### src/serial_core_pkg.sv
`default_nettype none

package serial_core_pkg;

    // datapath geometry, one byte part handled per cycle
    localparam int XLEN      = 64;
    localparam int BYTE_W    = 8;
    localparam int NUM_PARTS = XLEN / BYTE_W;
    localparam int PART_W    = 3;

    // register file shape
    localparam int REG_COUNT = 8;
    localparam int REG_IDX_W = 3;

    // instruction word fields
    localparam int INSTR_W   = 32;
    localparam int OP_W      = 4;
    localparam int IMM_W     = 12;

    // opcode values, anything above OP_BLT is illegal
    typedef enum logic [OP_W-1:0] {
        OP_ADD  = 4'd0,
        OP_SUB  = 4'd1,
        OP_AND  = 4'd2,
        OP_OR   = 4'd3,
        OP_XOR  = 4'd4,
        OP_ADDI = 4'd5,
        OP_XORI = 4'd6,
        OP_BEQ  = 4'd7,
        OP_BNE  = 4'd8,
        OP_BLTU = 4'd9,
        OP_BLT  = 4'd10
    } alu_op_e;

    // register form, two source registers
    typedef struct packed {
        logic [OP_W-1:0]                      opcode;
        logic [REG_IDX_W-1:0]                 rd;
        logic [REG_IDX_W-1:0]                 rs1;
        logic [REG_IDX_W-1:0]                 rs2;
        logic [INSTR_W-OP_W-3*REG_IDX_W-1:0]  unused;
    } r_form_t;

    // immediate form, imm sits where rs2 and the spare bits are
    typedef struct packed {
        logic [OP_W-1:0]                           opcode;
        logic [REG_IDX_W-1:0]                      rd;
        logic [REG_IDX_W-1:0]                      rs1;
        logic [IMM_W-1:0]                          imm;
        logic [INSTR_W-OP_W-2*REG_IDX_W-IMM_W-1:0] unused;
    } i_form_t;

    // same 32-bit word, opcode picks which view is meaningful
    typedef union packed {
        r_form_t r;
        i_form_t i;
    } instr_word_u;

    // decoded instruction held for the whole 8-part run
    typedef struct packed {
        alu_op_e              op;
        logic [REG_IDX_W-1:0] rd;
        logic [REG_IDX_W-1:0] rs1;
        logic [REG_IDX_W-1:0] rs2;
        logic [IMM_W-1:0]     imm;
        // fill value for the bytes above the imm field
        logic                 imm_sign;
        logic                 uses_imm;
        logic                 writes_rd;
        logic                 is_compare;
        logic                 illegal;
    } decoded_instr_t;

    // one result byte per cycle from execute
    typedef struct packed {
        logic                 valid;
        logic [PART_W-1:0]    part;
        logic [REG_IDX_W-1:0] rd;
        logic                 write;
        logic [BYTE_W-1:0]    value;
        logic                 last;
        logic                 flag;
        logic                 illegal;
    } byte_result_t;

endpackage

`default_nettype wire

### src/instr_decode.sv
`timescale 1ns/1ps
`default_nettype none

module instr_decode
    import serial_core_pkg::*;
(
    input  logic           clock,
    input  logic           reset,
    input  logic           instr_valid,
    input  instr_word_u    instr,
    input  logic           exec_last,
    output logic           start,
    output decoded_instr_t decoded,
    output logic           busy
);

    logic           accept;
    decoded_instr_t next_decoded;

    always_comb begin
        // one instruction in flight, so valid while busy is simply dropped
        accept = instr_valid && !busy;

        next_decoded = '0;
        next_decoded.op  = alu_op_e'(instr.r.opcode);
        // rd and rs1 share positions in both forms
        next_decoded.rd  = instr.r.rd;
        next_decoded.rs1 = instr.r.rs1;

        case (alu_op_e'(instr.r.opcode))
            OP_ADD, OP_SUB, OP_AND, OP_OR, OP_XOR: begin
                next_decoded.writes_rd = 1'b1;
            end
            OP_ADDI, OP_XORI: begin
                next_decoded.uses_imm  = 1'b1;
                next_decoded.writes_rd = 1'b1;
            end
            OP_BEQ, OP_BNE, OP_BLTU, OP_BLT: begin
                // compares only raise a flag, rd untouched
                next_decoded.is_compare = 1'b1;
            end
            default: begin
                next_decoded.illegal = 1'b1;
            end
        endcase

        // pick the view of the word that this opcode uses
        if (next_decoded.uses_imm) begin
            next_decoded.imm      = instr.i.imm;
            next_decoded.imm_sign = instr.i.imm[IMM_W-1];
        end else begin
            next_decoded.rs2 = instr.r.rs2;
        end
    end

    // start pulses in the cycle of part 0, busy drops when part 7 retires
    always_ff @(posedge clock) begin
        if (reset) begin
            start <= 1'b0;
            busy  <= 1'b0;
        end else begin
            start <= accept;
            if (accept) begin
                busy <= 1'b1;
            end else if (exec_last) begin
                busy <= 1'b0;
            end
        end
    end

    // held stable for the run, only loaded on acceptance
    always_ff @(posedge clock) begin
        if (accept) begin
            decoded <= next_decoded;
        end
    end

endmodule

`default_nettype wire

### src/byte_serial_execute.sv
`timescale 1ns/1ps
`default_nettype none

module byte_serial_execute
    import serial_core_pkg::*;
(
    input  logic                 clock,
    input  logic                 reset,
    input  logic                 start,
    input  decoded_instr_t       decoded,
    input  logic [BYTE_W-1:0]    rs1_byte,
    input  logic [BYTE_W-1:0]    rs2_byte,
    output logic [PART_W-1:0]    rd_part_index,
    output logic [REG_IDX_W-1:0] rs1_sel,
    output logic [REG_IDX_W-1:0] rs2_sel,
    output byte_result_t         byte_out
);

    logic              active;
    logic              running;
    logic [PART_W-1:0] part;
    logic              carry;
    logic              cmp_state;
    logic              first_part;
    logic              last_part;
    logic [BYTE_W-1:0] imm_byte;
    logic [BYTE_W-1:0] b_byte;
    logic              subtract;
    logic              carry_in;
    logic [BYTE_W:0]   sum;
    logic [BYTE_W-1:0] alu_byte;
    logic              byte_eq;
    logic              byte_ltu;
    logic              byte_lts;
    logic              cmp_next;

    always_comb begin
        // part 0 runs in the start cycle, parts 1..7 while active
        running    = start || active;
        first_part = (part == '0);
        last_part  = (part == PART_W'(NUM_PARTS - 1));

        // imm spans byte 0 and the low nibble of byte 1, then sign fill
        if (first_part) begin
            imm_byte = decoded.imm[BYTE_W-1:0];
        end else if (part == PART_W'(1)) begin
            imm_byte = {{(2*BYTE_W-IMM_W){decoded.imm_sign}}, decoded.imm[IMM_W-1:BYTE_W]};
        end else begin
            imm_byte = {BYTE_W{decoded.imm_sign}};
        end
        b_byte = decoded.uses_imm ? imm_byte : rs2_byte;

        // subtract is a + ~b + 1, the +1 enters as carry into part 0
        subtract = (decoded.op == OP_SUB) || decoded.is_compare;
        carry_in = first_part ? subtract : carry;
        sum = {1'b0, rs1_byte} + {1'b0, (subtract ? ~b_byte : b_byte)}
            + (BYTE_W+1)'(carry_in);

        case (decoded.op)
            OP_AND:          alu_byte = rs1_byte & b_byte;
            OP_OR:           alu_byte = rs1_byte | b_byte;
            OP_XOR, OP_XORI: alu_byte = rs1_byte ^ b_byte;
            // add, sub and the compares all return the sum
            default:         alu_byte = sum[BYTE_W-1:0];
        endcase

        // compare chain, low bytes decide unless a higher byte differs
        byte_eq  = (rs1_byte == b_byte);
        byte_ltu = (rs1_byte < b_byte);
        byte_lts = ($signed(rs1_byte) < $signed(b_byte));
        case (decoded.op)
            OP_BEQ:  cmp_next = byte_eq && (first_part || cmp_state);
            OP_BNE:  cmp_next = !byte_eq || (!first_part && cmp_state);
            OP_BLTU: cmp_next = byte_ltu || (byte_eq && !first_part && cmp_state);
            // top byte carries the sign for BLT
            OP_BLT:  cmp_next = (last_part ? byte_lts : byte_ltu)
                              || (byte_eq && !first_part && cmp_state);
            default: cmp_next = 1'b0;
        endcase

        rd_part_index = part;
        rs1_sel       = decoded.rs1;
        rs2_sel       = decoded.rs2;

        byte_out.valid   = running;
        byte_out.part    = part;
        byte_out.rd      = decoded.rd;
        byte_out.write   = decoded.writes_rd && !decoded.illegal;
        byte_out.value   = decoded.illegal ? '0 : alu_byte;
        byte_out.last    = running && last_part;
        // flag only means something on the final part
        byte_out.flag    = last_part && decoded.is_compare && cmp_next;
        byte_out.illegal = decoded.illegal;
    end

    always_ff @(posedge clock) begin
        if (reset) begin
            active    <= 1'b0;
            part      <= '0;
            carry     <= 1'b0;
            cmp_state <= 1'b0;
        end else if (running) begin
            active    <= !last_part;
            // wraps back to 0 after part 7
            part      <= part + PART_W'(1);
            carry     <= sum[BYTE_W];
            cmp_state <= cmp_next;
        end
    end

endmodule

`default_nettype wire

### src/register_file.sv
`timescale 1ns/1ps
`default_nettype none

module register_file
    import serial_core_pkg::*;
(
    input  logic                 clock,
    input  logic                 reset,
    input  logic [PART_W-1:0]    rd_part_index,
    input  logic [REG_IDX_W-1:0] rs1_sel,
    input  logic [REG_IDX_W-1:0] rs2_sel,
    input  logic                 wr_en,
    input  logic [REG_IDX_W-1:0] wr_reg,
    input  logic [PART_W-1:0]    wr_part,
    input  logic [BYTE_W-1:0]    wr_byte,
    output logic [BYTE_W-1:0]    rs1_byte,
    output logic [BYTE_W-1:0]    rs2_byte
);

    // one byte lane per part in each register
    logic [REG_COUNT-1:0][NUM_PARTS-1:0][BYTE_W-1:0] regs;

    // both ports read the same part, x0 is hardwired to zero
    always_comb begin
        if (rs1_sel == '0) begin
            rs1_byte = '0;
        end else begin
            rs1_byte = regs[rs1_sel][rd_part_index];
        end

        if (rs2_sel == '0) begin
            rs2_byte = '0;
        end else begin
            rs2_byte = regs[rs2_sel][rd_part_index];
        end
    end

    // single byte write per edge
    always_ff @(posedge clock) begin
        if (reset) begin
            regs <= '0;
        end else if (wr_en && (wr_reg != '0)) begin
            regs[wr_reg][wr_part] <= wr_byte;
        end
    end

endmodule

`default_nettype wire

### src/result_stage.sv
`timescale 1ns/1ps
`default_nettype none

module result_stage
    import serial_core_pkg::*;
(
    input  logic                 clock,
    input  logic                 reset,
    input  byte_result_t         byte_out,
    output logic                 wr_en,
    output logic [REG_IDX_W-1:0] wr_reg,
    output logic [PART_W-1:0]    wr_part,
    output logic [BYTE_W-1:0]    wr_byte,
    output logic                 done,
    output logic [XLEN-1:0]      result_value,
    output logic                 flag,
    output logic                 illegal
);

    // parts 0..6 collected here, part 7 joins on the final edge
    logic [XLEN-BYTE_W-1:0] gather;

    // byte k lands in the register file at the edge that ends its cycle
    always_comb begin
        wr_en   = byte_out.valid && byte_out.write;
        wr_reg  = byte_out.rd;
        wr_part = byte_out.part;
        wr_byte = byte_out.value;
    end

    // lowest byte first, so shift in from the top
    always_ff @(posedge clock) begin
        if (byte_out.valid) begin
            gather <= {byte_out.value, gather[XLEN-BYTE_W-1:BYTE_W]};
            if (byte_out.last) begin
                result_value <= {byte_out.value, gather};
            end
        end
    end

    // done is a single pulse, flag and illegal hold until the next run ends
    always_ff @(posedge clock) begin
        if (reset) begin
            done    <= 1'b0;
            flag    <= 1'b0;
            illegal <= 1'b0;
        end else begin
            done <= byte_out.valid && byte_out.last;
            if (byte_out.valid && byte_out.last) begin
                flag    <= byte_out.flag;
                illegal <= byte_out.illegal;
            end
        end
    end

endmodule

`default_nettype wire

### src/serial_core.sv
`timescale 1ns/1ps
`default_nettype none

module serial_core
    import serial_core_pkg::*;
(
    input  logic            clock,
    input  logic            reset,
    input  logic            instr_valid,
    input  instr_word_u     instr,
    output logic            busy,
    output logic            done,
    output logic [XLEN-1:0] result_value,
    output logic            flag,
    output logic            illegal
);

    decoded_instr_t       decoded;
    logic                 start;
    logic [PART_W-1:0]    rd_part_index;
    logic [REG_IDX_W-1:0] rs1_sel;
    logic [REG_IDX_W-1:0] rs2_sel;
    logic [BYTE_W-1:0]    rs1_byte;
    logic [BYTE_W-1:0]    rs2_byte;
    byte_result_t         byte_out;
    logic                 wr_en;
    logic [REG_IDX_W-1:0] wr_reg;
    logic [PART_W-1:0]    wr_part;
    logic [BYTE_W-1:0]    wr_byte;

    // acceptance and busy
    instr_decode u_instr_decode (
        .clock       (clock),
        .reset       (reset),
        .instr_valid (instr_valid),
        .instr       (instr),
        .exec_last   (byte_out.last),
        .start       (start),
        .decoded     (decoded),
        .busy        (busy)
    );

    // eight parts, one per cycle
    byte_serial_execute u_byte_serial_execute (
        .clock         (clock),
        .reset         (reset),
        .start         (start),
        .decoded       (decoded),
        .rs1_byte      (rs1_byte),
        .rs2_byte      (rs2_byte),
        .rd_part_index (rd_part_index),
        .rs1_sel       (rs1_sel),
        .rs2_sel       (rs2_sel),
        .byte_out      (byte_out)
    );

    register_file u_register_file (
        .clock         (clock),
        .reset         (reset),
        .rd_part_index (rd_part_index),
        .rs1_sel       (rs1_sel),
        .rs2_sel       (rs2_sel),
        .wr_en         (wr_en),
        .wr_reg        (wr_reg),
        .wr_part       (wr_part),
        .wr_byte       (wr_byte),
        .rs1_byte      (rs1_byte),
        .rs2_byte      (rs2_byte)
    );

    // write-back and completion
    result_stage u_result_stage (
        .clock        (clock),
        .reset        (reset),
        .byte_out     (byte_out),
        .wr_en        (wr_en),
        .wr_reg       (wr_reg),
        .wr_part      (wr_part),
        .wr_byte      (wr_byte),
        .done         (done),
        .result_value (result_value),
        .flag         (flag),
        .illegal      (illegal)
    );

endmodule

`default_nettype wire

### config.mk
export PLATFORM = sky130hd
export DESIGN_NAME = serial_core
export DESIGN_NICKNAME = d
export VERILOG_FILES = /design/src/serial_core_pkg.sv /design/src/instr_decode.sv /design/src/byte_serial_execute.sv /design/src/register_file.sv /design/src/result_stage.sv /design/src/serial_core.sv
export SDC_FILE = /design/constraint.sdc
export NUM_CORES = 1
export LEC_CHECK = 0
export BUFFER_PORTS_ARGS = -buffer_cell sky130_fd_sc_hd__clkbuf_2
export CELL_PAD_IN_SITES_DETAIL_PLACEMENT = 1
export CELL_PAD_IN_SITES_GLOBAL_PLACEMENT = 2
export CORE_AREA = 2 2 280 282
export CTS_CLUSTER_DIAMETER = 120
export DETAILED_ROUTE_END_ITERATION = 8
export DIE_AREA = 0 0 282 284
export PLACE_DENSITY_LB_ADDON = 0.1
export SYNTH_ARGS = -nofsm -noshare
export SYNTH_HDL_FRONTEND = slang
export SYNTH_SLANG_ARGS = --single-unit
### constraint.sdc
create_clock -name clock -period 6.8 [get_ports clock]
set_input_delay 0.68 -clock clock [delete_from_list [all_inputs] [get_ports clock]]
set_output_delay 0.68 -clock clock [all_outputs]
set_load 0.005 [all_outputs]
* After elaboration in Yosys (flattened, before gate mapping) *
Index checks and enable logic that the tools add are counted.
W data, S select, Z words.

cells by class
  $add $sub $neg = 3
  magnitude comparators = 8
  equality and inequality tests = 22
  muxes and demuxes = 30
  bitwise gates (word level) = 4
  reductions and logical operators = 37

operator list
  cell                  count
  $bwmux W512           1
  $bmux W64 S3          2
  $demux W64 S3         1
  $mux W64              3
  $mux W8               9
  $bmux W8 S3           2
  $eq A4 B3 Y1 const B  7
  $demux W8 S3          1
  $eq A4 B4 Y1 const B  6
  $pmux W8 S3           1
  $eq A4 B2 Y1 const B  4
  $lt A3 B4 Y1 const B  4
  $lt A8 B8 Y1          2
  $logic_and A1 B1 Y1   14
  $reduce_or A11 Y1     1
  $add A8 B8 Y9         1
  $add A9 B1 Y9         1
  $logic_not A3 Y1      3
  $and A8 B8 Y8         1
  $eq A4 B1 Y1 const B  2
  $eq A8 B8 Y1          1
  $mux W1               8
  $not A8 Y8            1
  $or A8 B8 Y8          1
  16 further kinds      27

storage, ports and cells
  flip-flop bits (word level) = 673
  input bits = 35
  output and inout bits = 68
  word-level logic and storage cells = 189

* Depth between registers and ports, before layout *
  depth after elaboration = 13
  mapped depth = 26
  mapped depth without buffers = 20

* Cells and area by module *
A second synthesis with hierarchy kept.

second synthesis, totals
  cell total of the unflattened synthesis = 3124
  area total of the unflattened synthesis = 33573.4 sq um

by module, submodules not included
  module               instances  cells each  area an instance (sq um)  sequential area each (sq um)
  register_file        1          2666        26721.9                   10249.8
  result_stage         1          146         3831.2                    3663.5
  byte_serial_execute  1          249         1833.0                    120.1
  instr_decode         1          63          1187.4                    910.9

* Worst setup path before layout *
No wires, ideal clock.

  kind = register to register
  start = reg u_instr_decode.decoded[17] (netlist name)
  end = reg u_register_file.regs[198] (netlist bit)
  data arrival time = 5.486 ns
  required time = 6.672 ns
  setup slack = 1.186 ns
  stages on the path, launching flop included = 26
  buffers on the path = 7
  cells stage by stage = edfxtp_1 > buf_2 > buf_2 > buf_2 > buf_2 > buf_2 > mux4_2 > mux4_2 > mux2i_1 > o21ai_0 > a21oi_1 > xnor2_1 > fa_1 > inv_1 > fa_1 > nand2_1 > nand2_1 > a21oi_1 > o21bai_1 > nor2_1 > nor3_1 > a211o_1 > o21ai_0 > buf_2 > clkbuf_1 > o21ai_0

between the ends
  cells in the longest elaborated chain, start to end = 13
  elaborated cells on any way between the ends = 17

ends and longest elaborated chain
  item                            RTL line                   text
  $bmux W64 S3                    register_file.sv:34        rs2_byte = regs[rs2_sel][rd_part_index];
  $mux W64 (implied by the code)  register_file.sv:34
  $bmux W8 S3                     register_file.sv:34
  $mux W8 (implied by the code)   register_file.sv:34
  $mux W8 (*)                     register_file.sv:31        if (rs2_sel == '0) begin
  $mux W8 (*)                     byte_serial_execute.sv:51  b_byte = decoded.uses_imm ? imm_byte : rs2_byte;
  $not A8 Y8                      byte_serial_execute.sv:56  sum = {1'b0, rs1_byte} + {1'b0, (subtract ? ~b_byte : b_byte)}
  $mux W8                         byte_serial_execute.sv:56
  $add A8 B8 Y9                   byte_serial_execute.sv:56
  $add A9 B1 Y9                   byte_serial_execute.sv:57  + (BYTE_W+1)'(carry_in);
  $pmux W8 S3 (*)                 byte_serial_execute.sv:59  case (decoded.op)
  $mux W8 (*)                     byte_serial_execute.sv:89  byte_out.value = decoded.illegal ? '0 : alu_byte;
  $bwmux W512 (*)                 register_file.sv:43        regs[wr_reg][wr_part] <= wr_byte;
  end signal: indexed assignment  register_file.sv:43
  end: declaration                register_file.sv:21        logic [REG_COUNT-1:0][NUM_PARTS-1:0][BYTE_W-1:0] regs;

Every way passes the cells marked *; elsewhere a longest branch is shown, timed or not. The select of a mux whose other input is x is not followed.
A chain may end at the register's enable or synchronous reset.

* Final worst setup path *
  start = reg u_instr_decode.decoded[17] (netlist name)
  end = reg u_register_file.regs[95] (netlist bit)

between the ends
  cells in the longest elaborated chain, start to end = 13
  elaborated cells on any way between the ends = 17

ends and longest elaborated chain
  item                            RTL line
  $bmux W64 S3                    register_file.sv:34
  $mux W64 (implied by the code)  register_file.sv:34
  $bmux W8 S3                     register_file.sv:34
  $mux W8 (implied by the code)   register_file.sv:34
  $mux W8 (*)                     register_file.sv:31
  $mux W8 (*)                     byte_serial_execute.sv:51
  $not A8 Y8                      byte_serial_execute.sv:56
  $mux W8                         byte_serial_execute.sv:56
  $add A8 B8 Y9                   byte_serial_execute.sv:56
  $add A9 B1 Y9                   byte_serial_execute.sv:57
  $pmux W8 S3 (*)                 byte_serial_execute.sv:59
  $mux W8 (*)                     byte_serial_execute.sv:89
  $bwmux W512 (*)                 register_file.sv:43

Marks and branches as above.

==> flow_summary.toml <==
[synthesis]
syn_nets = 3121
avgSynthCellArea_um2 = 10.50
synth_ff_type = "dfxtp_1"
synth_seq_cells = 672
postSynthCellCount = 3051
synth_warnings = 0
synth-edff-count = 149
yosys.cell_types.count = 62
synth-seq-area-share = 0.4667
ys_async_sr_fraction = 0
netlist_area_um2 = 32020

[timing]
min_period_over_period = 0.9535
maxSlewHeadroom = 0.1354
min_period_ns = 6.484
fin_skew_ns = 0.01807
setup_viol = 0
max_freq_ghz = 0.1542
fin_setup_tns_ns = 0
hold_ws_ns = 0.2099
drv_slew = 0
tightest_slew_ns = 1.287
hold_violations = 0
rsz0062_at_grt = "false"

[global_route]
grt_usage = 0.2931
grt_max_degree = 196
antenna_found_initial = 2
globalRouteOverflowTotal = 0
grt_pass1_wl_um = 174300
grt_pass1_vias = 26280

[die]
fp-row-count = 102
start_util = 0.4161
die_h_um = 284
die_area_um2 = 80090
core_region_area_um2 = 76960
io_pins = 103
fp.dieW_um = 282

[worst_hold_path]
hold_start = "instr[22]"
whs_path_depth = 1
min_to = "u_instr_decode.decoded[20]$_DFFE_PP_"
hp-class = "input pin to flop"

[cts]
clkLatencyLatePin_ns = 0.65
root_buffer = "clkbuf_16"
cts_max_level = 3
hold_buffers = 0
cts.path.max_buffers = 3
clk_pin_slew_ns = 0.06
numCtsBuffers = 77
clock_sinks = 672
cts_tree = "done"
cts_resized = 0
postCtsSetupRepairBufs = 0

[final_layout]
drive_gt1_frac = 0.2086
n_antenna_cell = 0
layout_common_cells = "nand2_1 (695), dfxtp_1 (521), a21oi_1 (341)"
nNetsFinal = 3171
area_growth_syn_to_layout_pct = 14.26
fin_cells = 4204
mostFrequentLayoutCell = "nand2_1"
fin_area_um2 = 36590

[routing]
num_vias = 25100
dr.pass1.iters = 5
routed_wl_um = 116600
drc_errors = 0
via_per_inst = 5.970
ant_nets = 0
wire_per_inst_um = 27.72
drt_iter0_drc = 1938

[setup_path]
end_kind = "flop"
critical_path_arrival_ns = 7.03
r2r-end = "u_register_file.regs[95]$_SDFFE_PP0P_"
crit-reg2reg-launch = "u_instr_decode.decoded[17]$_SDFFCE_PP0P_"
critPathKind = "flop to flop"
startpoint = "u_instr_decode.decoded[17]$_SDFFCE_PP0P_"
r2r_cells = 17
cp-start-kind = "flop"
cp_max_fo = 26
required_ns = 7.35
r2r_slack_ns = 0.32

[placement]
dp_hpwl_um = 79620
dpl_cell_area_um2 = 33910
port_buffers = 92
placed_cells = 4062
finalWeightedCongestion = 0.8934

[power]
p_per_area_nw_per_um2 = 263.0
power_mw = 9.624
ir_worst_vdd_mv = 0.1728
p_leak_nw = 12.20

[job]
cap_viol_max_count = 0

[run_status]
status = "completed"
## sequential cells by signal, indices dropped and copies added (netlist names)
register and flops:
u_result_stage.done 1, u_result_stage.result_value 64, u_instr_decode.start 1, u_instr_decode.decoded 29, u_result_stage.gather 56, u_byte_serial_execute.carry 1, u_result_stage.illegal 1, u_byte_serial_execute.cmp_state 1
u_instr_decode.busy 1, u_result_stage.flag 1, u_byte_serial_execute.active 1, u_register_file.regs 512, u_byte_serial_execute.rd_part_index 3
## cell usage after synthesis (9+ instances only)
cell      instances  area, um2
nand2_1         695       2609
dfxtp_1         523      10470
a21oi_1         344       1722
mux4_2          298       6711
nor2_1          191      716.9
edfxtp_1        149       4474
clkbuf_1        134      503.0
nand3_1         108      540.5
o21ai_0         102      510.5
nor2b_1          77      481.7
a211oi_1         63      473.0
buf_2            40      200.2
mux2i_1          36      360.4
ha_1             33      412.9
inv_1            33      123.9
buf_1            30      112.6
o22ai_2          20      250.2
and2_1           17      106.4
nor3_1           15      75.07
mux2_2           11      123.9
xnor2_1          11      96.34
a22oi_1          10      75.07
nand2b_1         10      62.56
o211ai_1          9      67.56
o22ai_1           9      56.30
## per-layer routing
layer / wire, um / vias up / track usage
li1: - / 11180 / -
met1: 49580 / 13030 / 0.3902
met3: 5878 / 195 / 0.03738
met2: 56330 / 692 / 0.4838
met4: 4763 / 0 / 0.1169
met5: 0 / - / 0
## how the worst max path moves through the flow
stage / end / slack (ns) / depth (start not counted)
floorplan: u_register_file.regs[198]$_SDFFE_PP0P_ / 1.19 / 25
global placement: u_register_file.regs[95]$_SDFFE_PP0P_ / 0.49 / 17
detailed placement: u_register_file.regs[95]$_SDFFE_PP0P_ / 0.44 / 17
CTS: u_register_file.regs[95]$_SDFFE_PP0P_ / 0.40 / 17
global route: u_register_file.regs[95]$_SDFFE_PP0P_ / 0.04 / 17
finish: u_register_file.regs[95]$_SDFFE_PP0P_ / 0.32 / 17
## per-stage QoR
step | setup slack [ns] | utilization
6_report | 0.3162 | 0.4755
5_1_grt | 0.03713 | 0.4755
4_1_cts | 0.3994 | 0.4755
3_5_place_dp | 0.4408 | 0.4406
3_3_place_gp | 0.4888 | 0.4406
2_1_floorplan | 1.186 | -
## kinds of logic after synthesis
family | after synthesis | share of synthesized area
XOR/XNOR | 13 | 0.003555
AO/OA/AOI/OAI | 597 | 0.1089
buffers and inverters | 244 | 0.03122
adder cells (fa/ha/maj) | 36 | 0.01446
AND/OR/NAND/NOR | 1144 | 0.1505
multiplexers | 345 | 0.2247
flip-flops | 672 | 0.4667
## worst max-delay path, stage by stage (launching register included)
cell	delay, ns
edfxtp_1	1.09
buf_4	0.37
mux4_2	0.53
mux4_2	0.53
mux4_2	0.55
a21oi_1	0.39
xnor2_1	0.22
ha_1	0.28
nor2b_1	0.12
o21ai_0	0.28
a21oi_1	0.14
o21ai_0	0.20
nand2b_1	0.18
or3_1	0.37
and4bb_1	0.23
or3_2	0.45
buf_12	0.22
o22ai_1	0.17
## power breakdown
| part | leakage [nW] | switching (mW) | total, mW | internal (mW) |
|---|---|---|---|---|
| Combinational | 5.25 | 0.701 | 1.00 | 0.299 |
| Clock | 1.34 | 1.83 | 4.42 | 2.59 |
| Sequential | 5.61 | 0.0532 | 4.20 | 4.15 |
| Total | 12.2 | 2.59 | 9.62 | 7.04 |
## layout make-up
cell class / instances / area [um2]
Tap cell: 1040 / 1301
Multi-Input combinational cell: 2135 / 16150
Timing Repair Buffer: 180 / 1381
Clock buffer: 99 / 2130
Sequential cell: 672 / 14950
Fill cell: 8344 / 40360
Inverter: 35 / 131.4
Clock inverter: 43 / 554.3
Note: power is estimated with default switching activity, not from simulation.
